[config.mk]
export PLATFORM = sky130hd
export DESIGN_NAME = dmem_rdata_return
export DESIGN_NICKNAME = d
export VERILOG_FILES = /design/src/source/dmem_pkg.sv /design/src/source/dmem_rdata_return.sv
export SDC_FILE = /design/constraint.sdc
export NUM_CORES = 1
export LEC_CHECK = 0
export ABC_CLOCK_PERIOD_IN_PS = 1000
export BUFFER_PORTS_ARGS = -buffer_cell sky130_fd_sc_hd__buf_2
export CAP_MARGIN = 30
export CELL_PAD_IN_SITES_DETAIL_PLACEMENT = 0
export CELL_PAD_IN_SITES_GLOBAL_PLACEMENT = 1
export CORE_MARGIN = 2
export CORE_UTILIZATION = 29
export DETAILED_ROUTE_END_ITERATION = 8
export GPL_ROUTABILITY_DRIVEN = 1
export PLACE_DENSITY = 0.87
export SLEW_MARGIN = 20
export SYNTH_ARGS = -nofsm -noshare
export SYNTH_HDL_FRONTEND = slang
export SYNTH_SLANG_ARGS = --single-unit
[constraint.sdc]
create_clock -name clk -period 1 [get_ports clk]
set_input_delay 0.05 -clock clk [delete_from_list [all_inputs] [get_ports clk]]
set_output_delay 0.05 -clock clk [all_outputs]
set_load 0.005 [all_outputs]
[src/source/dmem_pkg.sv]
package dmem_pkg;

  // CPU data and address width
  localparam int XLEN = 32;

  // One strobe bit per byte lane
  localparam int STRB_W = XLEN / 8;
  localparam int BYTE_OFF_W = $clog2(STRB_W);

  // Address bit 31 set routes the access to the I/O RAM
  localparam int IO_SEL_BIT = 31;

  // I/O RAM depth in words
  localparam int IO_WORDS = 64;
  localparam int IO_AW = $clog2(IO_WORDS);

endpackage
[src/source/dmem_rdata_return.sv]
`timescale 1ns/1ps

module dmem_rdata_return
  import dmem_pkg::*;
(
  input  logic            clk,
  input  logic            rst_n,
  input  logic            io_load,
  input  logic            dmem_stall,
  input  logic            miss_return,
  input  logic            wait_hit,
  input  logic            rd_data_valid,
  input  logic [XLEN-1:0] rd_data,
  input  logic [XLEN-1:0] io_rdata,
  output logic [XLEN-1:0] dmem_rdata
);

  logic [XLEN-1:0] hold_data;
  logic            hold_valid;
  logic            io_sel_p1;

  always_ff @(posedge clk) begin
    if (!rst_n) begin
      hold_valid <= 1'b0;
      io_sel_p1  <= 1'b0;
    end else begin
      hold_valid <= miss_return || wait_hit;
      // I/O RAM answers one cycle after an unstalled request
      if (!dmem_stall) begin
        io_sel_p1 <= io_load;
      end
    end
  end

  always_ff @(posedge clk) begin
    if (rd_data_valid) begin
      hold_data <= rd_data;
    end
  end

  // Live cache data wins, then held miss data, then I/O
  always_comb begin
    if (rd_data_valid) begin
      dmem_rdata = rd_data;
    end else if ((dmem_stall || hold_valid) && !io_sel_p1) begin
      dmem_rdata = hold_data;
    end else if (io_sel_p1) begin
      dmem_rdata = io_rdata;
    end else begin
      dmem_rdata = '0;
    end
  end

  // Cache data keeps reaching the CPU in the held cycle after it returned
  a_held_data: assert property (@(posedge clk) disable iff (!rst_n)
    $past(rd_data_valid) && !rd_data_valid && (dmem_stall || hold_valid)
      |-> dmem_rdata == $past(rd_data));

endmodule

* Yosys cells after proc, flatten, opt, wreduce, memory -nomap -nowiden
Index checks and enable logic that the tools add are counted.
Word-level totals: bits of input ports 71, flip-flop bits (word level) 34, output and inout bits 32
Operators by class: reductions and logical operators 4, multiplexer cells 3
Operators by type and width (number):
- 2-to-1 mux 32 bit | 3
- logical OR 1 bit | 2
- logical AND 1 bit | 1
- zero test 1 bit | 1

* Logic depth before layout (Yosys ltp)
depth after elaboration 4, gate-level depth with buffers 6, gate-level depth less buffers 3

* Least setup slack after synthesis
No wires, ideal clock.
kind register to output, start point register io_sel_p1, end point output port dmem_rdata[0], slack -0.061 ns, stages on the path, launching flop included 6, data required time 0.950 ns, buffers on the path 2, arrival 1.011 ns, cell sequence dfxtp_1 nor2b_4 buf_6 buf_8 a22o_1 a21o_1
On the way: cells in the longest elaborated chain, start to end 4, elaborated cells between the ends (all ways) 5
RTL lines:
- start: declaration | RTL line dmem_rdata_return.sv:20 | logic io_sel_p1;
- start signal: assignment | RTL line dmem_rdata_return.sv:30 | io_sel_p1 <= io_load;
- zero test 1 bit | RTL line dmem_rdata_return.sv:45 | end else if ((dmem_stall || hold_valid) && !io_sel_p1) begin
- logical AND 1 bit | RTL line dmem_rdata_return.sv:45
- 2-to-1 mux 32 bit * | RTL line dmem_rdata_return.sv:45
- 2-to-1 mux 32 bit * | RTL line dmem_rdata_return.sv:43 | if (rd_data_valid) begin
- end: declaration | RTL line dmem_rdata_return.sv:15 | output logic [XLEN-1:0] dmem_rdata
Mark *: on every way between the ends. The rest lies on a longest branch, timed or not.

* Final worst setup path
start point register io_sel_p1, end point output port dmem_rdata[1]
Same word-level chain as after synthesis.

==> flow_summary_export.csv <==
group,metric,value,unit
outcome,status,"finished with violations",
outcome,failed_checks,"negative setup slack",
critical_path,critical_path.max_fanout,10,
cts,clk_latency,0.27,ns
place,gp_congestion,0.766,
sta,slew_violations,0,
logic_synthesis,async_reset_ff_share,0,%
floorplan,pin_count,103,
global_route,antenna_found_initial,0,
cts,cts.path.max_buffers,2,
logic_synthesis,synthFlopType,"edfxtp_1",
cells_and_area,drive_above_1_share,46.5,%
logic_synthesis,synthAdderAreaFrac,0,%
critical_path,arrival,1.41,ns
pwr,clkPwrFrac,27.7,%
critical_path,regToRegEndpoint,"io_sel_p1",
logic_synthesis,synth_area,1680,µm²
sta,hold_slack,0.0502,ns
sta,setup_ws,-0.459,ns
logic_synthesis,synthSimpleGateAreaFrac,2.39,%
logic_synthesis,yosys-top-cells-area,"edfxtp_1 (57%), a22o_1 (17%), a21o_1 (14%), buf_8 (2.7%), dfxtp_1 (2.4%)",
logic_synthesis,yosysSeqAreaShare,59.7,%
cts,htree_levels,2,
logic_synthesis,synth_compound_area_share,31.5,%
critical_path,cp_num_buf_inv,3,
place,dp_cells,284,
logic_synthesis,syn_inst,115,
sta,clock_skew,0,ns
worst_hold_path,hold_path.class,"input pin to register",
pwr,p_int,2.65,mW
critical_path,cp-endpoint,"dmem_rdata[1]",
cts,clkSinkCount,34,
pwr,p_per_area,1250,nW/µm²
route,wl_per_cell,14.4,µm
pwr,ir_worst_vdd,684,µV
cts,tritoncts.num_buffers,5,
pwr,p_seq_share,49.8,%
sta,setup_viol,32,
critical_path,reg2reg_slack,0.24,ns
sta,clock.fmax,685,MHz
critical_path,criticalPathCategory,"register to output pin",
global_route,grt_overflow,0,
sta,relSlewSlack,86.9,%
route,drt-pass1-iter-count,4,
critical_path,cp_slowest_cell,"dfxtp_2",
route,drt_iter0_markers,61,
sta,hold_violations,0,
place,dp_slack,-0.452,ns
critical_path,critPathMaxStageDelay,0.35,ns
job,cap_violations,0,
logic_synthesis,synth-seq-cells,34,
global_route,use_met2,27.9,%
sta,worst_pin_slew,0.196,ns
logic_synthesis,syn_nets,186,
logic_synthesis,synth_area_leader_cell,"edfxtp_1",
critical_path,critPathTopFamily,"buffers and inverters",
critical_path,cp_cell_sequence,"buf_6 > nor3_4 > buf_4 > a21o_1 > buf_2",
pwr,p_switching,0.795,mW
sta,rsz0062_at_grt,"yes",
pwr,pwr-share-comb,22.5,%
cts,clock-root-buffer,"clkbuf_8",
floorplan,start_util,30.3,%
cells_and_area,n_antenna_cell,0,
floorplan,die_area,6410,µm²
critical_path,r2r_start,"io_sel_p1",
global_route,grt_pass1_wl,7450,µm
critical_path,worstRegToRegCells,3,
critical_path,worstSetupEndpointType,"output pin",
sta,finalSetupTns,-14.01,ns
floorplan,chipWidth,80.0,µm
floorplan,core,5540,µm²
global_route,grt_pass1_vias,1626,
sta,period_minus_slack,1.46,ns
logic_synthesis,synth_edf_count,32,
floorplan,die_y,80.0,µm
sta,final.period_utilization,146,%
critical_path,worst-path-stages,5,
cts,clkTransAtPathRegs,0.06,ns
route,viasPerCell,4.70,
critical_path,worstSetupStartpointType,"register",
logic_synthesis,synth_top_family_by_area,"compound AO/OA/AOI/OAI gates",
logic_synthesis,synthTopCellsByCount,"a21o_1 (32), a22o_1 (32), edfxtp_1 (32), buf_2 (6), buf_8 (3)",
place,io_buffer_count,102,
route,drt-total-wl,4770,µm
global_route,gr-usage-met1,16.4,%
cells_and_area,nets,330,
global_route,use_met3,4.19,%
logic_synthesis,synth_warnings,0,
critical_path,startpoint,"io_sel_p1",
pwr,power.leakage,1.39,nW
logic_synthesis,synth_xor_area_share,0,%
global_route,grt_max_degree,43,
route,drtAntennaViolNets,0,
route,drcViolationCount,0,
logic_synthesis,ys_types,13,
logic_synthesis,synth_top_area_share,57.3,%
cts,tritoncts,"built",
global_route,busiest_layer,"met2",
global_route,track_usage,15.1,%
critical_path,cp_data_required_time,0.95,ns
place,place_hpwl,3070,µm
worst_hold_path,hold_start,"io_load",
pwr,finalPower,3.44,mW
logic_synthesis,synthMuxAreaShare,0.597,%
route,vias,1562,
pwr,switching_share,23.1,%
logic_synthesis,syn-mean-instance-area,14.6,µm²
cells_and_area,syn_to_final_growth,64.3,%
floorplan,rows,27,
cells_and_area,fin_cells,332,
cells by family (layout without fill, tap and decap cells):
family	Yosys count	count (layout)
buf+inv	11	155
simple gates	4	5
flops	34	34
compound gates	65	65
mux	1	1
state kept, by name, summed over array words and instances (netlist names):
name,count
hold_data,32
hold_valid,1
io_sel_p1,1
metrics by stage:
| stage | util, % | area (µm²) |
|---|---|---|
| global placement | 40.9 | 2260 |
| global route | 49.7 | 2750 |
| floorplan | - | 1680 |
| CTS | 49.7 | 2750 |
| detailed placement | 40.9 | 2260 |
| finish | 49.7 | 2750 |
cell usage in the layout, fill, tap and decap left out, drive strengths merged:
cell | synthesis | final
o21a | 1 | 1
mux2i | 1 | 1
clkbuf | 0 | 8
dlygate4sd3 | 0 | 35
nor2b | 2 | 3
a22o | 32 | 32
buf | 11 | 112
nor2 | 1 | 1
edfxtp | 32 | 32
nor3 | 1 | 1
a21o | 32 | 32
dfxtp | 2 | 2
per-layer routing:
metal | vias to the layer above | wire, µm
li1 | 754 | -
met1 | 739 | 1910
met2 | 62 | 2470
met3 | 7 | 308
met4 | 0 | 83
met5 | - | 0
timing repair:
item | 4_1_cts | 5_1_grt
cloned | 1 | 0
endpoints found under the setup margin | 32 | 32
hold buffers | 35 | 0
gates resized for setup | 2 | 0
hold endpoints to repair | 33 | 0
buffers inserted | 4 | 0
pin swaps | 1 | 0
worst min-delay path, delay by kind of cell:
family	cells	cell delay (ns)
AND/OR/NAND/NOR	1	0.10
buffers and inverters	1	0.08
multiplexers	1	0.05
worst min path at each step:
stage	end	slack (ns)	depth (start not counted)
after floorplan	hold_data[0]	0.15	0
after global placement	hold_data[21]	0.24	1
after detailed placement	hold_data[6]	0.24	1
after CTS	io_sel_p1	0.05	3
after global routing	io_sel_p1	0.05	3
final	io_sel_p1	0.05	3
power by group through the flow:
stage	Clock (mW)	Combinational (mW)	Sequential (mW)
3_5_place_dp	0	0.648	1.74
5_1_grt	1.07	0.845	1.72
2_1_floorplan	0	0.303	1.73
4_1_cts	1.00	0.776	1.71
6_report	0.954	0.774	1.71
3_3_place_gp	0	0.644	1.73
area by class of cell:
type	count	area [µm²]
timing repair buffer	147	990
sequential	34	1000
fill	532	2790
clock buffer	8	80.1
tap	72	90.1
multi-input combinational	71	592
Note: power is estimated with default switching activity, not from simulation.
