`config.mk`:
```
export PLATFORM = sky130hd
export DESIGN_NAME = dcache_flat
export DESIGN_NICKNAME = d
export VERILOG_FILES = /design/src/source/cache_pkg.sv /design/src/source/dmem_pkg.sv /design/src/source/cache_port_if.sv /design/src/source/dcache.sv /design/src/flat_wrapper.sv
export SDC_FILE = /design/constraint.sdc
export NUM_CORES = 1
export LEC_CHECK = 0
export BUFFER_PORTS_ARGS = -buffer_cell sky130_fd_sc_hd__buf_2
export CAP_MARGIN = 10
export CORE_MARGIN = 8
export CORE_UTILIZATION = 45
export CTS_CLUSTER_DIAMETER = 50
export CTS_CLUSTER_SIZE = 28
export DETAILED_ROUTE_END_ITERATION = 12
export GPL_TIMING_DRIVEN = 0
export PLACE_DENSITY = 0.66
export RECOVER_POWER = 50
export SKIP_CTS_REPAIR_TIMING = 1
export SLEW_MARGIN = 20
export SYNTH_ARGS = -nofsm -noshare
export SYNTH_HDL_FRONTEND = slang
export SYNTH_SLANG_ARGS = --single-unit
```
`constraint.sdc`:
```
create_clock -name clk -period 5.25 [get_ports clk]
set_input_delay 0.525 -clock clk [delete_from_list [all_inputs] [get_ports clk]]
set_output_delay 0.525 -clock clk [all_outputs]
set_load 0.01 [all_outputs]
```
`src/source/cache_pkg.sv`:
```
package cache_pkg;

  // One word per line, direct mapped
  localparam int LINES = 16;
  localparam int INDEX_W = $clog2(LINES);
  localparam int LINE_W = 32;
  localparam int LINE_STRB = LINE_W / 8;
  localparam int OFFSET_W = $clog2(LINE_STRB);

  // Bit 31 selects I/O, so the tag covers bits 30 down to 6
  localparam int TAG_W = 31 - INDEX_W - OFFSET_W;

  // Backing memory geometry and timing
  localparam int MEM_WORDS = 1024;
  localparam int MEM_AW = $clog2(MEM_WORDS);
  localparam int MEM_LATENCY = 4;
  localparam int LAT_W = $clog2(MEM_LATENCY);

endpackage

```
`src/source/dmem_pkg.sv`:
```
package dmem_pkg;

  // CPU data and address width
  localparam int XLEN = 32;

  // One strobe bit per byte lane
  localparam int STRB_W = XLEN / 8;
  localparam int BYTE_OFF_W = $clog2(STRB_W);

  // Address bit 31 set routes the access to the I/O RAM
  localparam int IO_SEL_BIT = 31;

  // I/O RAM depth in words
  localparam int IO_WORDS = 64;
  localparam int IO_AW = $clog2(IO_WORDS);

endpackage
```
`src/source/cache_port_if.sv`:
```
`timescale 1ns/1ps

interface cache_port_if
  import dmem_pkg::*;
();

  // Read channel
  logic              rd_valid;
  logic [XLEN-1:0]   rd_addr;
  logic              rd_ready;
  logic              rd_hit;
  logic [XLEN-1:0]   rd_data;
  logic              rd_data_valid;

  // Write channel
  // wr_ready pulses once the write-through has reached memory
  logic              wr_valid;
  logic [XLEN-1:0]   wr_addr;
  logic [XLEN-1:0]   wr_data;
  logic [STRB_W-1:0] wr_strb;
  logic              wr_ready;

  modport bridge (
    output rd_valid, rd_addr,
    input  rd_ready, rd_hit, rd_data_valid,
    output wr_valid, wr_addr, wr_data, wr_strb,
    input  wr_ready
  );

  modport cache (
    input  rd_valid, rd_addr,
    output rd_ready, rd_hit, rd_data, rd_data_valid,
    input  wr_valid, wr_addr, wr_data, wr_strb,
    output wr_ready
  );

endinterface

```
`src/source/dcache.sv`:
```
`timescale 1ns/1ps

module dcache
  import cache_pkg::*;
(
  input  logic                 clk,
  input  logic                 rst_n,
  cache_port_if.cache          cport,
  output logic                 mem_req,
  output logic                 mem_we,
  output logic [MEM_AW-1:0]    mem_addr,
  output logic [LINE_W-1:0]    mem_wdata,
  output logic [LINE_STRB-1:0] mem_wstrb,
  input  logic                 mem_done,
  input  logic [LINE_W-1:0]    mem_rdata
);

  typedef enum logic [1:0] {
    C_IDLE,
    C_FILL,
    C_WRITE
  } cstate_t;

  cstate_t            state;
  logic [TAG_W-1:0]   tag_q [LINES];
  logic [LINE_W-1:0]  data_q [LINES];
  logic [LINES-1:0]   valid_q;
  logic [INDEX_W-1:0] rd_idx;
  logic [INDEX_W-1:0] wr_idx;
  logic [INDEX_W-1:0] fill_idx;
  logic [TAG_W-1:0]   rd_tag;
  logic [TAG_W-1:0]   wr_tag;
  logic [TAG_W-1:0]   fill_tag;
  logic               rd_accept;
  logic               wr_accept;
  logic               wr_hit;
  logic [LINE_W-1:0]  rd_data_q;
  logic               rd_data_valid_q;
  logic               wr_ready_q;
  logic               mem_busy;

  assign rd_idx = cport.rd_addr[OFFSET_W +: INDEX_W];
  assign rd_tag = cport.rd_addr[OFFSET_W + INDEX_W +: TAG_W];
  assign wr_idx = cport.wr_addr[OFFSET_W +: INDEX_W];
  assign wr_tag = cport.wr_addr[OFFSET_W + INDEX_W +: TAG_W];

  // Combinational lookup
  assign cport.rd_ready = (state == C_IDLE);
  assign cport.rd_hit   = valid_q[rd_idx] && (tag_q[rd_idx] == rd_tag);
  assign wr_hit         = valid_q[wr_idx] && (tag_q[wr_idx] == wr_tag);

  assign rd_accept = cport.rd_valid && (state == C_IDLE);
  // The store stays valid in its wr_ready cycle and must not start twice
  assign wr_accept = cport.wr_valid && (state == C_IDLE) && !wr_ready_q;

  // Memory sees the request in the cycle it is accepted
  assign mem_req   = wr_accept || (rd_accept && !cport.rd_hit);
  assign mem_we    = wr_accept;
  assign mem_addr  = wr_accept ? cport.wr_addr[OFFSET_W +: MEM_AW]
                               : cport.rd_addr[OFFSET_W +: MEM_AW];
  assign mem_wdata = cport.wr_data;
  assign mem_wstrb = cport.wr_strb;

  assign cport.rd_data       = rd_data_q;
  assign cport.rd_data_valid = rd_data_valid_q;
  assign cport.wr_ready      = wr_ready_q;

  always_ff @(posedge clk) begin
    if (!rst_n) begin
      state           <= C_IDLE;
      valid_q         <= '0;
      rd_data_valid_q <= 1'b0;
      wr_ready_q      <= 1'b0;
      mem_busy        <= 1'b0;
    end else begin
      rd_data_valid_q <= 1'b0;
      wr_ready_q      <= 1'b0;
      if (mem_req) begin
        mem_busy <= 1'b1;
      end else if (mem_done) begin
        mem_busy <= 1'b0;
      end
      unique case (state)
        C_IDLE: begin
          if (wr_accept) begin
            state <= C_WRITE;
          end else if (rd_accept) begin
            if (cport.rd_hit) begin
              rd_data_valid_q <= 1'b1;
            end else begin
              state <= C_FILL;
            end
          end
        end
        C_FILL: begin
          if (mem_done) begin
            state             <= C_IDLE;
            valid_q[fill_idx] <= 1'b1;
            rd_data_valid_q   <= 1'b1;
          end
        end
        C_WRITE: begin
          if (mem_done) begin
            state      <= C_IDLE;
            wr_ready_q <= 1'b1;
          end
        end
        default: begin
          state <= C_IDLE;
        end
      endcase
    end
  end

  always_ff @(posedge clk) begin
    if (rd_accept) begin
      rd_data_q <= data_q[rd_idx];
      fill_idx  <= rd_idx;
      fill_tag  <= rd_tag;
    end
    if ((state == C_FILL) && mem_done) begin
      data_q[fill_idx] <= mem_rdata;
      tag_q[fill_idx]  <= fill_tag;
      rd_data_q        <= mem_rdata;
    end
    // Write-through with no allocation, a resident line merges the bytes
    if (wr_accept && wr_hit) begin
      for (int b = 0; b < LINE_STRB; b++) begin
        if (cport.wr_strb[b]) begin
          data_q[wr_idx][8*b +: 8] <= cport.wr_data[8*b +: 8];
        end
      end
    end
  end

  a_one_mem_op: assert property (@(posedge clk) disable iff (!rst_n)
    mem_req |-> !mem_busy);

endmodule

```
`src/flat_wrapper.sv`:
```
// flat-port wrapper written by rule: the top's interface ports become plain ports
module dcache_flat import cache_pkg::*;
  (clk, rst_n, mem_req, mem_we, mem_addr, mem_wdata, mem_wstrb, mem_done, mem_rdata, cport_rd_valid, cport_rd_addr, cport_rd_ready, cport_rd_hit, cport_rd_data, cport_rd_data_valid, cport_wr_valid, cport_wr_addr, cport_wr_data, cport_wr_strb, cport_wr_ready);
  cache_port_if cport_i ();
  input  logic clk;
  input  logic rst_n;
  output logic mem_req;
  output logic mem_we;
  output logic [MEM_AW-1:0] mem_addr;
  output logic [LINE_W-1:0] mem_wdata;
  output logic [LINE_STRB-1:0] mem_wstrb;
  input  logic mem_done;
  input  logic [LINE_W-1:0] mem_rdata;
  input wire logic [$bits(cport_i.rd_valid)-1:0] cport_rd_valid;
  input wire logic [$bits(cport_i.rd_addr)-1:0] cport_rd_addr;
  output wire logic [$bits(cport_i.rd_ready)-1:0] cport_rd_ready;
  output wire logic [$bits(cport_i.rd_hit)-1:0] cport_rd_hit;
  output wire logic [$bits(cport_i.rd_data)-1:0] cport_rd_data;
  output wire logic [$bits(cport_i.rd_data_valid)-1:0] cport_rd_data_valid;
  input wire logic [$bits(cport_i.wr_valid)-1:0] cport_wr_valid;
  input wire logic [$bits(cport_i.wr_addr)-1:0] cport_wr_addr;
  input wire logic [$bits(cport_i.wr_data)-1:0] cport_wr_data;
  input wire logic [$bits(cport_i.wr_strb)-1:0] cport_wr_strb;
  output wire logic [$bits(cport_i.wr_ready)-1:0] cport_wr_ready;
  assign cport_i.rd_valid = cport_rd_valid;
  assign cport_i.rd_addr = cport_rd_addr;
  assign cport_rd_ready = cport_i.rd_ready;
  assign cport_rd_hit = cport_i.rd_hit;
  assign cport_rd_data = cport_i.rd_data;
  assign cport_rd_data_valid = cport_i.rd_data_valid;
  assign cport_i.wr_valid = cport_wr_valid;
  assign cport_i.wr_addr = cport_wr_addr;
  assign cport_i.wr_data = cport_wr_data;
  assign cport_i.wr_strb = cport_wr_strb;
  assign cport_wr_ready = cport_i.wr_ready;
  dcache u_core (.clk(clk), .rst_n(rst_n), .cport(cport_i), .mem_req(mem_req), .mem_we(mem_we), .mem_addr(mem_addr), .mem_wdata(mem_wdata), .mem_wstrb(mem_wstrb), .mem_done(mem_done), .mem_rdata(mem_rdata));
endmodule
```
---- Word-level counts from Yosys, hierarchy flattened ----
Memory sizes are Yosys's and may differ from the RTL's.
Index checks and enable logic that the tools add are counted.
operators by class
  reduce and logical (&&, ||, !) cells .... 19
  bitwise gates (word level) .............. 1
  mux-type cells .......................... 36
  divide/modulo/power cells ............... 0
  eq/ne operators ......................... 7
  shifts and indexed selects .............. 0
  $add $sub $neg .......................... 0
  magnitude comparators ................... 4
  multiply operators ...................... 0
operators by type and width
  kind                number
  $mux 32             3
  $eq 25x25->1        2
  $reduce_or 32->1    1
  $mux 1              21
  $or 16x16->16       1
  $lt 4x5->1 const B  3
  $mux 10             1
  $logic_and 1x1->1   9
  $bmux 1 s4          2
  $mux 2              4
  $mux 4              2
  $demux 1 s4         1
  $ge 4x1->1 const B  1
  $pmux 2 s2          1
  $reduce_and 2->1    2
  $ne 3x1->1 const B  1
  $ne 3x3->1 const B  1
  $reduce_and 3->1    1
  $eq 2x1->1 const B  1
  $eq 2x2->1 const B  1
  $logic_not 1->1     2
  $logic_not 2->1     1
  $ne 2x1->1 const B  1
  $pmux 1 s2          1
  3 further kinds     3
storage, ports and cells
  output and inout bits ................... 84
  memory bits (writable) .................. 912
  latch bits .............................. 0
  bits in read-only memories .............. 0
  input bits .............................. 137
  register bits after elaboration ......... 81
  logic and storage cells ................. 76
  memories ................................ 2
memories
  memory         depth  width  read ports  clocked after memory_dff  wr ports  RTL line      text
  u_core.data_q  16     32     1           0                         1         dcache.sv:26  logic [LINE_W-1:0] data_q [LINES];
  u_core.tag_q   16     25     2           0                         1         dcache.sv:25  logic [TAG_W-1:0] tag_q [LINES];

---- Longest topological paths before layout ----
  depth after elaboration ................. 8
  gate-level depth with buffers ........... 15
  depth with buffers taken out ............ 11

---- Worst setup path before layout ----
Ideal clock, no wire load.
  kind .................................... input -> register
  from .................................... input port cport_wr_addr[3]
  to ...................................... memory u_core.data_q[10][24], enable pin
  required time ........................... 4.880 ns
  stages .................................. 12
  arrival time ............................ 3.627 ns
  setup slack ............................. 1.253 ns
  buffers on the path ..................... 4
  cell sequence ........................... buf_2 -> buf_1 -> clkbuf_1 -> mux4_2 -> mux2i_1 -> xor2_1 -> nand3_1 -> a2111o_1 -> nor3_2 -> a2bb2oi_2 -> buf_4 -> nor2_1
on the way
  cells in the longest elaborated chain, start to end .. 8
  elaborated cells between the ends (all ways) .. 17
  classes of those cells .................. 1 x eq/ne; 12 x mux; 3 x reduce/logical; 1 x memory
RTL lines
  element                                             RTL line            text
  from (decl)                                         flat_wrapper.sv:21  input wire logic [$bits(cport_i.wr_addr)-1:0] cport_wr_addr;
  $mem_v2 16x25 / $bmux 1 s4 (equally long branches)  -
  $eq 25x25->1 / $mux 1 (equally long branches)       dcache.sv:50        assign wr_hit = valid_q[wr_idx] && (tag_q[wr_idx] == wr_tag);
  $logic_and 1x1->1                                   dcache.sv:50
  $logic_and 1x1->1                                   dcache.sv:127       if (wr_accept && wr_hit) begin
  $mux 1                                              dcache.sv:127
  $mux 1 (implied by the code)                        dcache.sv:130       data_q[wr_idx][8*b +: 8] <= cport.wr_data[8*b +: 8];
  $reduce_or 32->1 (no source line)                   -
  $mux 4 (no source line)                             -
  to (decl)                                           dcache.sv:26
Parallel ways exist; a longest one is shown, timed or not. The select of a mux whose other input is x is not followed.

---- Worst setup path in the final report ----
  from .................................... input port cport_rd_addr[3]
  to ...................................... output port mem_req
on the way
  cells in the longest elaborated chain, start to end .. 6
  elaborated cells between the ends (all ways) .. 8
  classes of those cells .................. 1 x eq/ne; 2 x mux; 4 x reduce/logical; 1 x memory
RTL lines
  element                                             RTL line            text
  from (decl)                                         flat_wrapper.sv:15  input wire logic [$bits(cport_i.rd_addr)-1:0] cport_rd_addr;
  $mem_v2 16x25 / $bmux 1 s4 (equally long branches)  -
  $eq 25x25->1 / $mux 1 (equally long branches)       dcache.sv:49        assign cport.rd_hit = valid_q[rd_idx] && (tag_q[rd_idx] == rd_tag);
  $logic_and 1x1->1 *                                 dcache.sv:49
  $logic_not 1->1 *                                   dcache.sv:57        assign mem_req = wr_accept || (rd_accept && !cport.rd_hit);
  $logic_and 1x1->1 *                                 dcache.sv:57
  $logic_or 1x1->1 *                                  dcache.sv:57
  to (decl)                                           flat_wrapper.sv:7   output logic mem_req;
Every way passes the cells marked *; elsewhere a longest branch is shown, timed or not. The select of a mux whose other input is x is not followed.

==> results_dict.tcl <==
set metrics [dict create \
    outcome "complete, but fails checks" \
    violations "max-capacitance violations, max-slew violations" \
    maxCapViolCount 9 \
    synth_seq_cells 993 \
    worst_skew_pair.late_latency_ns 0.69 \
    gp_congestion 0.904 \
    p_per_area_nw_per_um2 364 \
    power.internal_mw 13.6 \
    dieArea_um2 105000 \
    avgRoutedWirePerCell_um 31.4 \
    timing.slew.headroom_pct -46.5 \
    cp_slowest_cell "buf_2" \
    ant_nets 0 \
    swShare_pct 24.2 \
    yosysSeqAreaShare_pct 69.1 \
    worst-path-max-fanout 10 \
    via_per_inst 6.15 \
    initial_utilization_pct 45.3 \
    switching_power_mw 4.36 \
    worstPathCellList "clkbuf_1 -> clkbuf_1 -> clkbuf_2 -> buf_2 -> mux4_2 -> mux4_2 -> xnor2_1 -> nand4_1 -> nor3_2 -> nand3_1 -> inv_1 -> o21ai_0 -> buf_2" \
    drtPass1Iterations 5 \
    r2r-end "u_core.data_q[6][17]$_DFFE_PP_" \
    synth_edf_count 973 \
    wirelength_mm 119 \
    path_class "in -> out" \
    synth_area_um2 42900 \
    fp.dieW_um 325 \
    synthTopCellsByArea "edfxtp_1 (68%), mux4_2 (20%), mux2i_1 (2.1%), mux2_2 (1.2%), nor2_1 (0.95%)" \
    setup_ws_ns 0.00684 \
    grt_max_degree 26 \
    ys.flop_type "edfxtp_1" \
    synth_top_area_share_pct 68.1 \
    vias 23400 \
    whs_ns 0.101 \
    clock_skew_ns 0.0346 \
    crit_path_start_kind "input port" \
    max_freq_mhz 191 \
    cts-root-buf "clkbuf_16" \
    crit_path_end_kind "primary output" \
    seqPwrFrac_pct 50.0 \
    drc 0 \
    critPathRequiredTime_ns 4.72 \
    r2r-start "u_core.state[1]$_SDFFE_PN0P_" \
    fin_crit_sh_pct 99.9 \
    pwr-share-clk_pct 42.0 \
    antenna_found_initial 10 \
    grt-ovfl-total 0 \
    synthesis.nets 2226 \
    cts_buffers 99 \
    period_minus_slack_ns 5.24 \
    synth.most_common_cell "edfxtp_1" \
    drtIter0Drc 2726 \
    cts_max_level 3 \
    ff2ff_path_depth 13 \
    ys_warn_count 0 \
    finalSetupViolations 0 \
    yosys.area.top_type "edfxtp_1" \
    finalMaxSlewViolations 119 \
    cts.sinks 993 \
    rsz0062_at_grt "yes" \
    post-route-util_pct 52.2 \
    hold_path_depth 1 \
    hold_end "u_core.fill_tag[23]$_DFFE_PP_" \
    path_clk_slew_ns 0.05 \
    pwr-share-comb_pct 8.0 \
    irDropWorstVdd_v 0.000335 \
    io_buffers 212 \
    drive_above_1_share_pct 34.7 \
    clock_path_buffers 3 \
    cts_tree "yes" \
    avgSynthCellArea_um2 20.6 \
    max_slew.worst_pin.slew_ns 2.19 \
    die_y_um 325 \
    total_power_mw 18.0 \
    io_pins 221 \
    post-place-ws_ns -1.66 \
    worst_hold_startpoint "cport_rd_addr[29]" \
    power_leakage_nw 15.7 \
    syn_inst 2086 \
    grt_pass1_vias 24400 \
    finalHoldViolCount 0 \
    area_growth_pct 15.3 \
    final_nets 2593 \
    async_reset_ff_share_pct 0 \
    critPathArrivalTime_ns 4.72 \
    reg2reg_slack_ns 0.05 \
    hold_class "in -> reg" \
    coreArea_um2 94700 \
    grt_use_total_pct 22.2 \
    critPathMaxStageDelay_ns 0.56 \
    rows 113 \
    synth_cell_types 62 \
    synth_common_cells "edfxtp_1 (973), mux4_2 (374), nor2_1 (108)" \
    hpwl_mm 84.6 \
    grt_pass1_wl_mm 172 \
]
registers in the layout, summed over array words and instances, names as in the netlist:
register,cells
u_core.data_q,512
u_core.cport.rd_data_valid,1
u_core.cport.rd_data,32
u_core.valid_q,16
u_core.fill_idx,4
u_core.state,2
u_core.tag_q,400
u_core.cport.wr_ready,1
u_core.fill_tag,25
cell usage in the layout, fill, tap and decap left out, drive strengths merged, types with 8 or more instances in the layout:
| cell type | instances |
|---|---|
| o21a | 16 |
| edfxtp | 973 |
| mux2i | 88 |
| mux4 | 374 |
| xnor2 | 31 |
| nor4 | 12 |
| nor3 | 22 |
| clkinvlp | 8 |
| mux2 | 66 |
| inv | 32 |
| clkbuf | 334 |
| dfxtp | 20 |
| bufinv | 9 |
| a221oi | 8 |
| o21ai | 8 |
| nand2 | 67 |
| nor2 | 108 |
| buf | 207 |
| clkinv | 35 |
| a21oi | 9 |
| xor2 | 28 |
power by group through the flow:
stage / sequential [mW] / combinational, mW / clock (mW)
finish: 9.00 / 1.44 / 7.56
global route: 9.01 / 1.52 / 7.95
CTS: 8.99 / 1.47 / 7.68
detailed placement: 9.16 / 1.47 / 0
global placement: 9.15 / 1.41 / 0
floorplan: 9.15 / 0.830 / 0
kinds of logic after synthesis:
logic type | share of synthesized area [%]
multiplexers | 23.4
AND/OR/NAND/NOR | 2.54
flip-flops | 69.1
AO/OA/AOI/OAI | 1.52
buffers and inverters | 2.14
adder cells (fa/ha/maj) | 0.0876
XOR/XNOR | 1.21
cell type report:
class                           instances  area (µm²)
Antenna cell                            5        12.5
Buffer                                161         910
Timing Repair Buffer                  267        1160
Clock buffer                          113        2600
Inverter                               12        45.0
Fill cell                            7543       45300
Multi-Input combinational cell        919       12500
Clock inverter                         72         985
Tap cell                             1265        1580
Sequential cell                       993       29600
layer usage:
| metal | up-vias | share of wire [%] | global-route usage (%) |
|---|---|---|---|
| li1 | 9470 | - | - |
| met1 | 12400 | 38 | 29.0 |
| met2 | 1316 | 48 | 36.6 |
| met3 | 247 | 10 | 5.94 |
| met4 | 4 | 3.5 | 6.68 |
| met5 | - | 0.020 | 0 |
worst max-delay path, delay by kind of cell:
family / cells / cell delay [ns]
XOR/XNOR: 1 / 0.40
buffers and inverters: 6 / 1.70
multiplexers: 2 / 0.90
AO/OA/AOI/OAI: 1 / 0.09
AND/OR/NAND/NOR: 3 / 1.07
per-stage QoR:
step / instance area [µm²] / instances / setup TNS (ns)
detailed placement: 46200 / 3614 / -1372.29
global placement: 45500 / 3563 / -1690.20
CTS: 49800 / 3799 / -645.46
finish: 49500 / 3807 / 0
floorplan: 42900 / 2086 / 0
global route: 49400 / 3803 / -8.86
worst max-delay path by stage:
stage                                 startpoint                               to  slack (ns)  cells past startpoint
finish                          cport_rd_addr[3]                          mem_req       0.007                     13
global route        u_core.state[1]$_SDFFE_PN0P_   u_core.data_q[6][18]$_DFFE_PP_       -0.22                     13
CTS                             cport_wr_addr[3]    u_core.data_q[0][9]$_DFFE_PP_       -0.95                     13
detailed placement              cport_wr_addr[3]   u_core.data_q[0][10]$_DFFE_PP_       -1.66                     13
global placement                        mem_done    u_core.tag_q[14][0]$_DFFE_PP_       -2.09                      5
floorplan                       cport_wr_addr[3]  u_core.data_q[10][24]$_DFFE_PP_        1.25                     12
(Power assumes the default switching activity.)
