--- src/source/dmem_pkg.sv ---
package dmem_pkg;

  // CPU data and address width
  localparam int XLEN = 32;

  // One strobe bit per byte lane
  localparam int STRB_W = XLEN / 8;
  localparam int BYTE_OFF_W = $clog2(STRB_W);

  // Address bit 31 set routes the access to the I/O RAM
  localparam int IO_SEL_BIT = 31;

  // I/O RAM depth in words
  localparam int IO_WORDS = 64;
  localparam int IO_AW = $clog2(IO_WORDS);

endpackage
--- src/source/cache_port_if.sv ---
`timescale 1ns/1ps

interface cache_port_if
  import dmem_pkg::*;
();

  // Read channel
  logic              rd_valid;
  logic [XLEN-1:0]   rd_addr;
  logic              rd_ready;
  logic              rd_hit;
  logic [XLEN-1:0]   rd_data;
  logic              rd_data_valid;

  // Write channel
  // wr_ready pulses once the write-through has reached memory
  logic              wr_valid;
  logic [XLEN-1:0]   wr_addr;
  logic [XLEN-1:0]   wr_data;
  logic [STRB_W-1:0] wr_strb;
  logic              wr_ready;

  modport bridge (
    output rd_valid, rd_addr,
    input  rd_ready, rd_hit, rd_data_valid,
    output wr_valid, wr_addr, wr_data, wr_strb,
    input  wr_ready
  );

  modport cache (
    input  rd_valid, rd_addr,
    output rd_ready, rd_hit, rd_data, rd_data_valid,
    input  wr_valid, wr_addr, wr_data, wr_strb,
    output wr_ready
  );

endinterface

--- src/source/dmem_cache_bridge.sv ---
`timescale 1ns/1ps

module dmem_cache_bridge
  import dmem_pkg::*;
(
  input  logic              clk,
  input  logic              rst_n,
  input  logic              cache_load,
  input  logic              cache_store,
  input  logic [XLEN-1:0]   dmem_raddr,
  input  logic [XLEN-1:0]   dmem_waddr,
  input  logic [XLEN-1:0]   dmem_wdata,
  input  logic [STRB_W-1:0] dmem_wstrb,
  output logic              dmem_stall,
  output logic              miss_return,
  output logic              wait_hit,
  cache_port_if.bridge      cport
);

  typedef enum logic [2:0] {
    STATE_IDLE,
    STATE_WAIT_CACHE,
    STATE_MISS,
    STATE_MISS_RETURN,
    STATE_STORE
  } state_t;

  state_t            state;
  state_t            state_next;
  logic              rd_start;
  logic              wr_start;
  logic [XLEN-1:0]   rd_addr_q;
  logic [XLEN-1:0]   wr_addr_q;
  logic [XLEN-1:0]   wr_data_q;
  logic [STRB_W-1:0] wr_strb_q;

  // New requests start only from IDLE, straight from the live inputs
  assign rd_start = (state == STATE_IDLE) && cache_load;
  assign wr_start = (state == STATE_IDLE) && cache_store;

  assign cport.rd_valid = rd_start || (state == STATE_WAIT_CACHE);
  assign cport.rd_addr  = rd_start ? dmem_raddr : rd_addr_q;

  assign cport.wr_valid = wr_start || (state == STATE_STORE);
  assign cport.wr_addr  = wr_start ? dmem_waddr : wr_addr_q;
  assign cport.wr_data  = wr_start ? dmem_wdata : wr_data_q;
  assign cport.wr_strb  = wr_start ? dmem_wstrb : wr_strb_q;

  assign dmem_stall  = (state != STATE_IDLE);
  assign miss_return = (state == STATE_MISS_RETURN);
  // A delayed hit returns while the CPU is already unstalled
  assign wait_hit    = (state == STATE_WAIT_CACHE) && cport.rd_ready && cport.rd_hit;

  always_comb begin
    state_next = state;
    unique case (state)
      STATE_IDLE: begin
        if (wr_start) begin
          state_next = STATE_STORE;
        end else if (rd_start) begin
          if (!cport.rd_ready) begin
            state_next = STATE_WAIT_CACHE;
          end else if (!cport.rd_hit) begin
            state_next = STATE_MISS;
          end
        end
      end
      STATE_WAIT_CACHE: begin
        if (cport.rd_ready) begin
          state_next = cport.rd_hit ? STATE_IDLE : STATE_MISS;
        end
      end
      STATE_MISS: begin
        if (cport.rd_data_valid) begin
          state_next = STATE_MISS_RETURN;
        end
      end
      STATE_MISS_RETURN: begin
        state_next = STATE_IDLE;
      end
      STATE_STORE: begin
        if (cport.wr_ready) begin
          state_next = STATE_IDLE;
        end
      end
      default: begin
        state_next = STATE_IDLE;
      end
    endcase
  end

  always_ff @(posedge clk) begin
    if (!rst_n) begin
      state <= STATE_IDLE;
    end else begin
      state <= state_next;
    end
  end

  // Held copies for the retry and store cycles
  always_ff @(posedge clk) begin
    if (rd_start) begin
      rd_addr_q <= dmem_raddr;
    end
    if (wr_start) begin
      wr_addr_q <= dmem_waddr;
      wr_data_q <= dmem_wdata;
      wr_strb_q <= dmem_wstrb;
    end
  end

  a_cache_addr_not_io: assert property (@(posedge clk) disable iff (!rst_n)
    (cport.rd_valid |-> !cport.rd_addr[IO_SEL_BIT]) and
    (cport.wr_valid |-> !cport.wr_addr[IO_SEL_BIT]));

  a_rd_held: assert property (@(posedge clk) disable iff (!rst_n)
    cport.rd_valid && !cport.rd_ready |=> cport.rd_valid && $stable(cport.rd_addr));

  a_wr_held: assert property (@(posedge clk) disable iff (!rst_n)
    cport.wr_valid && !cport.wr_ready |=> cport.wr_valid && $stable(cport.wr_addr)
      && $stable(cport.wr_data) && $stable(cport.wr_strb));

  // The CPU stays held until the write-through has reached memory
  a_store_stalls: assert property (@(posedge clk) disable iff (!rst_n)
    cport.wr_ready |-> dmem_stall);

endmodule

--- src/flat_wrapper.sv ---
// flat-port wrapper written by rule: the top's interface ports become plain ports
module dmem_cache_bridge_flat import dmem_pkg::*;
  (clk, rst_n, cache_load, cache_store, dmem_raddr, dmem_waddr, dmem_wdata, dmem_wstrb, dmem_stall, miss_return, wait_hit, cport_rd_valid, cport_rd_addr, cport_rd_ready, cport_rd_hit, cport_rd_data_valid, cport_wr_valid, cport_wr_addr, cport_wr_data, cport_wr_strb, cport_wr_ready);
  cache_port_if cport_i ();
  input  logic clk;
  input  logic rst_n;
  input  logic cache_load;
  input  logic cache_store;
  input  logic [XLEN-1:0] dmem_raddr;
  input  logic [XLEN-1:0] dmem_waddr;
  input  logic [XLEN-1:0] dmem_wdata;
  input  logic [STRB_W-1:0] dmem_wstrb;
  output logic dmem_stall;
  output logic miss_return;
  output logic wait_hit;
  output wire logic [$bits(cport_i.rd_valid)-1:0] cport_rd_valid;
  output wire logic [$bits(cport_i.rd_addr)-1:0] cport_rd_addr;
  input wire logic [$bits(cport_i.rd_ready)-1:0] cport_rd_ready;
  input wire logic [$bits(cport_i.rd_hit)-1:0] cport_rd_hit;
  input wire logic [$bits(cport_i.rd_data_valid)-1:0] cport_rd_data_valid;
  output wire logic [$bits(cport_i.wr_valid)-1:0] cport_wr_valid;
  output wire logic [$bits(cport_i.wr_addr)-1:0] cport_wr_addr;
  output wire logic [$bits(cport_i.wr_data)-1:0] cport_wr_data;
  output wire logic [$bits(cport_i.wr_strb)-1:0] cport_wr_strb;
  input wire logic [$bits(cport_i.wr_ready)-1:0] cport_wr_ready;
  assign cport_rd_valid = cport_i.rd_valid;
  assign cport_rd_addr = cport_i.rd_addr;
  assign cport_i.rd_ready = cport_rd_ready;
  assign cport_i.rd_hit = cport_rd_hit;
  assign cport_i.rd_data_valid = cport_rd_data_valid;
  assign cport_wr_valid = cport_i.wr_valid;
  assign cport_wr_addr = cport_i.wr_addr;
  assign cport_wr_data = cport_i.wr_data;
  assign cport_wr_strb = cport_i.wr_strb;
  assign cport_i.wr_ready = cport_wr_ready;
  dmem_cache_bridge u_core (.clk(clk), .rst_n(rst_n), .cache_load(cache_load), .cache_store(cache_store), .dmem_raddr(dmem_raddr), .dmem_waddr(dmem_waddr), .dmem_wdata(dmem_wdata), .dmem_wstrb(dmem_wstrb), .dmem_stall(dmem_stall), .miss_return(miss_return), .wait_hit(wait_hit), .cport(cport_i));
endmodule
--- config.mk ---
export PLATFORM = sky130hd
export DESIGN_NAME = dmem_cache_bridge_flat
export DESIGN_NICKNAME = d
export VERILOG_FILES = /design/src/source/dmem_pkg.sv /design/src/source/cache_port_if.sv /design/src/source/dmem_cache_bridge.sv /design/src/flat_wrapper.sv
export SDC_FILE = /design/constraint.sdc
export NUM_CORES = 1
export LEC_CHECK = 0
export ABC_AREA = 1
export BUFFER_PORTS_ARGS = -buffer_cell sky130_fd_sc_hd__buf_2
export CORE_UTILIZATION = 46
export CTS_CLUSTER_SIZE = 8
export DETAILED_ROUTE_END_ITERATION = 12
export PLACE_DENSITY = 0.86
export SLEW_MARGIN = 15
export SYNTH_ARGS = -nofsm -noshare
export SYNTH_HDL_FRONTEND = slang
export SYNTH_SLANG_ARGS = --single-unit
--- constraint.sdc ---
create_clock -name clk -period 2 [get_ports clk]
set_input_delay 0.3 -clock clk [delete_from_list [all_inputs] [get_ports clk]]
set_output_delay 0.3 -clock clk [all_outputs]
set_load 0.01 [all_outputs]
==> After elaboration in Yosys (flattened, before gate mapping) <==
Cells that the tools add are included.
{ "totals": {"reg_bits": 103, "in_bits": 108, "output_inout_bits": 105, "wordCells": 36} }
{ "op_classes": {"n_eq_ne": 9, "n_mux": 13, "reduce_logical": 9} }
{ "op_table": {"columns": ["operator", "n"], "rows": [
  ["32-bit two-way mux", 3],
  ["3-bit two-way mux", 7],
  ["3-bit case mux with 4 select lines", 1],
  ["3-bit by 2-bit equality test with 1-bit output (second input constant)", 2],
  ["2-bit != test (second input constant)", 3],
  ["5-bit AND reduction", 1],
  ["1-bit logical AND", 4],
  ["4-bit two-way mux", 1],
  ["4-bit by 3-bit != test with 1-bit output (second input constant)", 1],
  ["3-bit by 1-bit equality test with 1-bit output (second input constant)", 1],
  ["3-bit equality test (second input constant)", 1],
  ["3-bit zero test", 1],
  ["3-bit by 1-bit != test with 1-bit output (second input constant)", 1],
  ["3-bit nonzero test", 1],
  ["1-bit logical OR", 2],
  ["2-bit two-way mux", 1]
]} }

==> Logic depth before layout (Yosys ltp) <==
Gate-level depths: netlist of run 1.
{ "logic_depth": {"ltp_word": 5, "ltp_mapped": 8, "ltp_nobuf": 8} }

==> Worst setup path after synthesis of run 1 <==
Ideal clock, no wire load.
{ "synth_path": {"path_type": "reg-to-output", "startpoint": "register u_core.state[2]", "endpoint": "output cport_wr_data[13]", "t_arrival_ns": 1.195, "required_time_ns": 1.700, "slack_ns": 0.505, "path_stages_with_launch": 8, "path_buffers": 2, "path_cell_list": "dfxtp_1 nor2_4 nand2_2 nor2_4 buf_4 buf_4 nand2_1 nand2_1"} }
{ "synth_via": {"elab_chain_len": 3} }
{ "synth_lines": {"columns": ["item", "line_no", "text"], "rows": [
  ["start, declared", "dmem_cache_bridge.sv:28", "state_t state;"],
  ["start signal, assigned", "dmem_cache_bridge.sv:96", "state <= state_next;"],
  ["3-bit zero test", "dmem_cache_bridge.sv:39", "assign wr_start = (state == STATE_IDLE) && cache_store;"],
  ["1-bit logical AND", "dmem_cache_bridge.sv:39", null],
  ["32-bit two-way mux", null, null],
  ["end, declared", "flat_wrapper.sv:23", "output wire logic [$bits(cport_i.wr_data)-1:0] cport_wr_data;"]
]} }
Every way passes these cells.

==> Worst setup path after layout of run 1 <==
{ "layout_path": {"startpoint": "register u_core.state[0]", "endpoint": "output cport_wr_addr[16]"} }
{ "layout_via": {"elab_chain_len": 3} }
{ "layout_lines": {"columns": ["item", "line_no", "text"], "rows": [
  ["3-bit zero test", "dmem_cache_bridge.sv:39", null],
  ["1-bit logical AND", "dmem_cache_bridge.sv:39", null],
  ["32-bit two-way mux", null, null],
  ["end, declared", "flat_wrapper.sv:22", "output wire logic [$bits(cport_i.wr_addr)-1:0] cport_wr_addr;"]
]} }
Every way passes these cells.

==> flow_summary_export.csv, run 1 <==
group,metric,value,unit
status,outcome,"finished clean",
finish,post-route-util,73.2,%
critical_path,cp_cell_sequence,"nor2_4 > nand2_4 > nor2_4 > buf_6 > buf_8 > nand2_1 > nand2_1 > buf_2",
finish,layout-drive-gt1-share,44.0,%
logic_synthesis,ys_ff_latch,103,
critical_path,arrival,1.67,ns
clock_network,cts_buffers,9,
grt,grt_use_total,21.3,%
logic_synthesis,synth_nets,576,
floorplanning,start_util,47.9,%
finish,diodes,0,
worst_hold_path,hold_class,"in2reg",
finish,fin_area,5370,um^2
finish,final_common_cell,"nand2_1",
pwr,power-per-cell-area,1770,nW/um^2
timing,rsz0062_at_grt,"true",
logic_synthesis,synthCells,468,
grt,grt_overflow,0,
pwr,peakVddDrop,1.08,mV
clock_network,h-tree-depth,3,
pwr,p_leak,3.05,nW
critical_path,crit_path_start_kind,"flop",
finish,area_growth_syn_to_layout,52.9,%
job,max_cap_viol_count,0,
finish,multi_input_area,1420,um^2
logic_synthesis,synthSimpleGateAreaFrac,36.1,%
finish,final_nets,800,
logic_synthesis,ys_warn_count,0,
critical_path,critPathMaxFanout,8,
clock_network,cts_buffer_depth,2,
worst_hold_path,holdPathStages,3,
grt,grt_max_degree,45,
finish,seq_area,2070,um^2
floorplanning,design.die.area,7980,um^2
timing,clock_skew,0.0141,ns
routing,drc,0,
timing,finalCritPeriodShare,98.7,%
timing,fmax,507,MHz
logic_synthesis,synth_top_family_by_area,"simple AND/OR/NAND/NOR gates",
floorplanning,io-pin-count,213,
critical_path,r2r.worst_path.cells,8,
critical_path,cp.required,1.70,ns
grt,antenna_found_initial,0,
timing,worstMarginPinSlew,0.309,ns
grt,grt_pass1_wl,13000,um
timing,setup_tns,0,ns
timing,hold_viol,0,
critical_path,critPathKind,"reg2out",
critical_path,critPathCaptureType,"output port",
placement,place_area,4660,um^2
timing,finalCriticalPeriod,1.97,ns
timing,setup_ws,0.0259,ns
routing,postRouteAntennaNets,0,
placement,hpwl,6450,um
critical_path,slowest_stage,"dfxtp_4",
floorplanning,fp.dieW,89.3,um
logic_synthesis,syn_area,3510,um^2
logic_synthesis,synth_compound_area_share,0.642,%
clock_network,clock_sinks,103,
placement,port_buffers,212,
grt,grt_pass1_vias,3184,
routing,drtPass1Iterations,4,
timing,setup_viol,0,
routing,via_per_inst,4.61,
logic_synthesis,synth_xor_area_share,0,%
critical_path,slowest_delay,0.37,ns
floorplanning,fp.coreArea,7330,um^2
routing,wl,10300,um
logic_synthesis,synth_mux_area_share,0,%
floorplanning,die_h,89.3,um
routing,drtIter0Drc,140,
placement,place.gp.congestion,0.810,
logic_synthesis,synth-seq-area-share,58.8,%
placement,pre_cts_slack,0.311,ns
logic_synthesis,synth_area_per_cell,7.50,um^2
clock_network,clk_pin_slew,0.10,ns
floorplanning,num_rows,31,
clock_network,insertion_delay,0.35,ns
finish,layout_common_cells,"263 x nand2_1, 192 x buf_2, 100 x dfxtp_1",
timing,slew_viol_final,0,
finish,n_fill_cell,567,
clock_network,clockRootBuffer,"clkbuf_8",
timing,maxSlewHeadroom,79.4,%
pwr,power,9.49,mW
logic_synthesis,synth_fa_ha_area_share,0,%
routing,vias,3667,
routing,wl_per_cell,13.0,um
clock_network,cts_tree,"yes",
logic_synthesis,post_synth_num_cell_types,16,
[synth_stat cells]
library cell  number  area share, %
buf_4              3           0.64
nor2_1             8           0.86
inv_2              1           0.11
o21a_1             1           0.21
clkbuf_1           3           0.32
nand4_1            2           0.36
dfxtp_1          103             59
inv_1             10            1.1
buf_2             12            1.7
buf_6              2           0.64
nand2_2            1           0.18
a21oi_1            2           0.29
nand2_1          312             33
o21ai_0            1           0.14
nand3_1            5           0.71
nor2_4             2           0.64
[final timing paths]
kind | startpoint | end | slack (ns)
worst max-delay path | u_core.state[0] | cport_wr_addr[16] | 0.03
worst min-delay path | dmem_raddr[5] | u_core.rd_addr_q[5] | 0.15
worst max register to register | u_core.state[0] | u_core.wr_addr_q[29] | 0.65
worst min register to register | u_core.rd_addr_q[24] | u_core.rd_addr_q[24] | 0.45
[routing by layer]
metal | vias up | global-route usage [%] | part of all wire, %
li1 | 1856 | - | -
met1 | 1653 | 21.5 | 37
met2 | 142 | 40.9 | 56
met3 | 16 | 4.99 | 5.3
met4 | 0 | 10.1 | 1.9
met5 | - | 0 | 0
[registers in the layout, indices dropped and copies added (netlist names)]
| name | cells |
|---|---|
| u_core.wr_addr_q | 32 |
| u_core.wr_strb_q | 4 |
| u_core.state | 3 |
| u_core.wr_data_q | 32 |
| u_core.rd_addr_q | 32 |
[cells by family after synthesis]
| family | after synthesis |
|---|---|
| buffers and inverters | 31 |
| AOI/OAI and AO/OA | 4 |
| DFF | 103 |
| and+or+nand+nor | 330 |
[critical path, delay by kind of cell (launching register included)]
family	cells	cell delay, ns
buffers and inverters	3	0.44
flip-flops	1	0.37
AND/OR/NAND/NOR	5	0.51
[through the flow]
step	cells	hold WS [ns]
floorplan	468	0.420
global placement	765	0.421
detailed placement	765	0.426
CTS	785	0.132
global route	796	0.136
finish	796	0.149
[repair_timing]
action | in CTS | in global routing
hold buffers | 0 | 0
pin swaps | 2 | 24
setup endpoints to repair | 68 | 100
setup buffers | 3 | 6
gates resized for setup | 5 | 82
gates cloned | 1 | 5
[power breakdown]
part / total [mW] / internal (mW) / switching [mW]
clock network: 1.31 / 0.593 / 0.720
registers: 3.39 / 3.09 / 0.299
logic: 4.79 / 2.09 / 2.70
total: 9.49 / 5.78 / 3.72
[final cells by class]
type                    instances  area share, %
inverters                      11          0.816
multi-input cells             334           26.5
repair buffers                233           28.1
well taps                      99           2.31
flip-flops and latches        103           38.6
clock buffers                   9           2.31
clock inverters                 7           1.45
(Power assumes the default switching activity.)
==> run 2, diff against run 1 <==
CORE_UTILIZATION = 35   (was 46)
PLACE_DENSITY = 0.68   (was 0.86)
==> run 2 against run 1 <==
  * Critical path depth unchanged
  * Clock power increased by 11%
  * Cell count increased by 3.6%
  * Worst hold slack got worse by 0.0071 ns
  * Worst setup slack improved by 0.017 ns
  * Maximum frequency increased by 0.84%
  * Core utilization decreased by 21 points
  * Sequential power about the same
  * Register-to-register slack improved by 0.10 ns
  * Wire length decreased by 7.8%
  * Total power decreased by 5.7%
  * Critical path type unchanged
  * Critical endpoint is now cport_wr_addr[0]
  * Largest cell class unchanged
==> flow_summary_export.csv, run 2 (synthesis gave the netlist of run 1 again) <==
group,metric,value,unit
status,outcome,"finished clean",
timing,setup_viol,0,
clock_network,postCtsHoldBufs,0,
clock_network,cts_buffer_depth,2,
placement,place_area,4710,um^2
timing,fmax,511,MHz
clock_network,clockRootBuffer,"clkbuf_8",
finish,instances_no_fill,825,
critical_path,critPathCaptureType,"output port",
critical_path,cp.required,1.70,ns
grt,grt_pass1_wl,14200,um
clock_network,cts_tree,"yes",
timing,slew_viol_final,0,
finish,fin_area,5110,um^2
pwr,power,8.95,mW
timing,finalCriticalPeriod,1.96,ns
grt,grt_pass1_vias,3271,
timing,maxSlewHeadroom,86.1,%
routing,vias,3540,
critical_path,r2r.worst_path.cells,7,
floorplanning,fp.dieW,102,um
grt,grt_max_degree,30,
routing,wl_per_cell,11.5,um
grt,antenna_found_initial,0,
worst_hold_path,holdPathStages,3,
clock_network,clk_pin_slew,0.10,ns
placement,port_buffers,212,
pwr,peakVddDrop,0.857,mV
finish,area_growth_syn_to_layout,45.6,%
floorplanning,die_h,102,um
clock_network,insertion_delay,0.36,ns
finish,largest_registers,"u_core.rd_addr_q x32, u_core.wr_addr_q x32, u_core.wr_data_q x32",
pwr,p_leak,2.98,nW
grt,grt_overflow,0,
finish,final_nets,795,
finish,final_common_cell,"nand2_1",
placement,pre_cts_slack,0.287,ns
grt,grt_use_total,17.5,%
clock_network,clock_sinks,103,
timing,hold_viol,0,
clock_network,h-tree-depth,3,
placement,place_inst,801,
critical_path,crit_path_start_kind,"flop",
floorplanning,io-pin-count,213,
placement,place.gp.congestion,0.836,
timing,finalCritPeriodShare,97.9,%
timing,hold_slack,0.142,ns
floorplanning,design.die.area,10400,um^2
critical_path,reg2reg_slack,0.75,ns
finish,layout_common_cells,"312 x nand2_1, 211 x buf_2, 100 x dfxtp_1",
critical_path,critPathKind,"reg2out",
routing,via_per_inst,4.29,
floorplanning,start_util,36.1,%
routing,postRouteAntennaNets,0,
pwr,power-per-cell-area,1750,nW/um^2
job,max_cap_viol_count,0,
timing,setup_ws,0.0424,ns
worst_hold_path,hp-start,"dmem_waddr[11]",
floorplanning,fp.coreArea,9730,um^2
critical_path,arrival,1.66,ns
timing,clock_skew,0.0141,ns
critical_path,critPathMaxFanout,14,
timing,worstMarginPinSlew,0.209,ns
clock_network,cts_buffers,9,
floorplanning,num_rows,36,
timing,rsz0062_at_grt,"true",
placement,hpwl,6570,um
routing,drtIter0Drc,105,
finish,layout-drive-gt1-share,36.4,%
routing,wl,9510,um
routing,drtPass1Iterations,4,
critical_path,r2r-end,"u_core.wr_addr_q[31]",
routing,drc,0,
worst_hold_path,hold-path-endpoint,"u_core.wr_addr_q[11]",
worst_hold_path,hold_class,"in2reg",
finish,diodes,0,
critical_path,r2r-start,"u_core.state[0]",
[run 2: changes by cell type in the layout (fill, tap and decap cells not counted), sizes merged]
cell / before / now
inv: 14 / 13
buf: 229 / 226
clkbuf: 13 / 12
bufinv: 1 / 2
clkinvlp: 1 / 0
[run 2: layout make-up]
| type | instances | area (um^2) |
|---|---|---|
| fill | 954 | 4620 |
| sequential | 103 | 2070 |
| clock buffer | 10 | 138 |
| multi-input combinational | 334 | 1290 |
| tap | 133 | 166 |
| inverter | 11 | 43.8 |
| clock inverter | 6 | 91.3 |
| timing repair buffer | 228 | 1320 |
[run 2: worst max-delay path by stage]
stage | from | depth (start not counted) | slack (ns) | to
floorplan | u_core.state[2] | 7 | 0.50 | cport_wr_data[13]
global placement | u_core.state[2] | 7 | 0.32 | cport_wr_addr[13]
detailed placement | u_core.state[2] | 7 | 0.29 | cport_wr_addr[6]
CTS | u_core.state[0] | 9 | -0.06 | cport_wr_addr[28]
global route | u_core.state[1] | 8 | -0.07 | cport_wr_addr[13]
finish | u_core.state[0] | 8 | 0.04 | cport_wr_addr[0]
[run 2: where the power goes]
part	switching, mW	total (mW)	internal [mW]
sequential	0.278	3.36	3.09
combinational	2.45	4.13	1.68
clock	0.705	1.45	0.749
[run 2: layer usage]
metal / vias to the layer above / share of wire [%] / wire length, um / GRT usage, %
li1: 1847 / - / - / -
met1: 1546 / 42 / 3960 / 18.9
met2: 130 / 50 / 4740 / 32.3
met3: 17 / 6.3 / 603 / 3.63
met4: 0 / 2.1 / 202 / 8.46
met5: - / 0 / 0 / 0
[run 2: per-stage QoR]
step | TNS, ns | utilization, %
finish | 0 | 52.5
floorplan | 0 | -
detailed placement | 0 | 48.4
global placement | 0 | 48.4
CTS | -1.59 | 52.0
global route | -4.84 | 52.5
[run 2: timing repair]
item,4_1_cts,5_1_grt
gates cloned,2,2
setup buffers,5,0
setup endpoints to repair,73,93
hold endpoints to repair,0,0
resized for setup,6,6
pin swaps,2,1
[run 2: critical path: stages (launching register included)]
cell	delay [ns]
dfxtp_2	0.35
nor2_4	0.12
nand2_2	0.08
nor2_4	0.14
buf_12	0.15
clkbuf_16	0.17
nand2_1	0.05
nand2_1	0.08
buf_2	0.15
==> run 3, diff against run 2 <==
MAX_ROUTING_LAYER = met4   (was not set)
==> run 3 against run 2 <==
  * Combinational power hardly changed
  * Core utilization stayed put
  * Worst hold slack worse by 0.00053 ns
  * Critical endpoint is now cport_wr_addr[6]
  * Largest cell class unchanged
  * Sequential share of layout area stayed put
  * First-iteration DRC count is 1.9% lower
  * Clock-buffer cell count stayed put
  * Non-clock buffer count stayed put
  * Register-to-register slack hardly changed
  * Clock power hardly changed
  * Critical path type unchanged
  * Via count is 0.11% higher
==> flow_summary_export.csv, run 3 (synthesis gave the netlist of run 1 again) <==
group,metric,value,unit
routing,via_per_inst,4.30,
routing,drc,0,
finish,final_nets,795,
clock_network,clock_sinks,103,
floorplanning,design.die.area,10400,um^2
timing,setup_viol,0,
worst_hold_path,hold_class,"in2reg",
timing,maxSlewHeadroom,86.1,%
grt,antenna_found_initial,0,
timing,fmax,510,MHz
critical_path,critPathKind,"reg2out",
pwr,power-per-cell-area,1750,nW/um^2
routing,drtIter0Drc,103,
timing,hold_viol,0,
placement,port_buffers,212,
timing,finalCriticalPeriod,1.96,ns
floorplanning,start_util,36.1,%
finish,area_growth_syn_to_layout,45.6,%
critical_path,arrival,1.66,ns
clock_network,cts_buffers,9,
placement,place.gp.congestion,0.849,
critical_path,slowest_stage,"dfxtp_2",
finish,layout-drive-gt1-share,36.4,%
critical_path,crit_path_start_kind,"flop",
finish,final_common_cell,"nand2_1",
timing,slew_viol_final,0,
floorplanning,die_h,102,um
placement,hpwl,6570,um
routing,wl,9550,um
floorplanning,num_rows,36,
routing,postRouteAntennaNets,0,
timing,rsz0062_at_grt,"true",
status,outcome,"finished clean",
grt,grt_pass1_wl,14200,um
floorplanning,fp.coreArea,9730,um^2
critical_path,cp_top_family,"simple AND/OR/NAND/NOR gates",
grt,grt_max_degree,30,
clock_network,postCtsHoldBufs,0,
floorplanning,io-pin-count,213,
critical_path,critPathMaxFanout,14,
grt,grt_overflow,0,
clock_network,clk_pin_slew,0.11,ns
routing,wl_per_cell,11.6,um
timing,worstMarginPinSlew,0.209,ns
clock_network,insertion_delay,0.36,ns
pwr,peakVddDrop,0.861,mV
critical_path,critPathCaptureType,"output port",
grt,grt_pass1_vias,3271,
critical_path,cp_cell_sequence,"nor2_4 > nand2_2 > nor2_4 > buf_12 > clkbuf_16 > nand2_1 > nand2_1 > buf_2",
clock_network,cts_buffer_depth,2,
routing,drtPass1Iterations,4,
clock_network,cts_tree,"yes",
routing,vias,3544,
finish,diodes,0,
timing,clock_skew,0.0153,ns
critical_path,slowest_delay,0.35,ns
timing,setup_tns,0,ns
clock_network,h-tree-depth,3,
pwr,power,8.96,mW
grt,grt_use_total,18.0,%
floorplanning,fp.dieW,102,um
timing,finalCritPeriodShare,98.0,%
clock_network,clockRootBuffer,"clkbuf_8",
critical_path,cp.required,1.70,ns
critical_path,cp_num_buf_inv,3,
pwr,p_leak,2.98,nW
finish,layout_common_cells,"312 x nand2_1, 211 x buf_2, 100 x dfxtp_1",
finish,post-route-util,52.5,%
job,max_cap_viol_count,0,
finish,largest_registers,"u_core.rd_addr_q x32, u_core.wr_addr_q x32, u_core.wr_data_q x32",
## run 3: cell counts in the layout (fill, tap and decap cells not counted)
Identical to the previous run, type by type.
## run 3: cell type report
class | count | area [um^2]
clock inverters | 6 | 91.3
clock buffers | 10 | 138
fillers | 954 | 4620
inverters | 11 | 43.8
flip-flops and latches | 103 | 2070
multi-input cells | 334 | 1290
well taps | 133 | 166
repair buffers | 228 | 1320
## run 3: timing repair
item / CTS / global route
setup endpoints to repair: 73 / 93
pin swaps: 2 / 1
cloned: 2 / 2
gates resized for setup: 6 / 6
buffers inserted: 5 / 0
## run 3: path summary, 6_finish.rpt
kind	from	to	slack [ns]	cells after the start
max	u_core.state[0]	cport_wr_addr[6]	0.04	8
min	dmem_waddr[11]	u_core.wr_addr_q[11]	0.14	3
max reg2reg	u_core.state[0]	u_core.wr_addr_q[31]	0.75	7
min reg2reg	u_core.wr_data_q[19]	u_core.wr_data_q[19]	0.45	2
## run 3: worst register-to-register path, cell delays in order (launching register included)
cell	delay (ns)
dfxtp_2	0.35
nor2_4	0.12
nand2_2	0.08
nor2_4	0.14
inv_2	0.11
buf_12	0.18
nand2_1	0.07
nand2_1	0.07
## run 3: report_power, final
group	switching (mW)	total (mW)	internal, mW
logic	2.46	4.14	1.68
clock network	0.709	1.46	0.749
registers	0.278	3.36	3.09
## run 3: metal layers
| layer | global-route usage (%) | routed length [um] | vias up |
|---|---|---|---|
| met5 | - | 0 | - |
| met4 | 8.46 | 196 | 0 |
| met3 | 3.01 | 525 | 17 |
| met2 | 32.3 | 4780 | 128 |
| met1 | 19.3 | 4040 | 1550 |
| li1 | - | - | 1849 |
## run 3: metrics by stage
| stage | hold WS [ns] | setup WS (ns) | cells | cell area [um^2] |
|---|---|---|---|---|
| finish | 0.141 | 0.0400 | 825 | 5110 |
| global route | 0.137 | -0.0734 | 825 | 5110 |
| CTS | 0.122 | -0.0633 | 824 | 5060 |
| detailed placement | 0.424 | 0.287 | 801 | 4710 |
| global placement | 0.421 | 0.325 | 801 | 4710 |
| floorplan | 0.420 | 0.505 | 468 | 3510 |
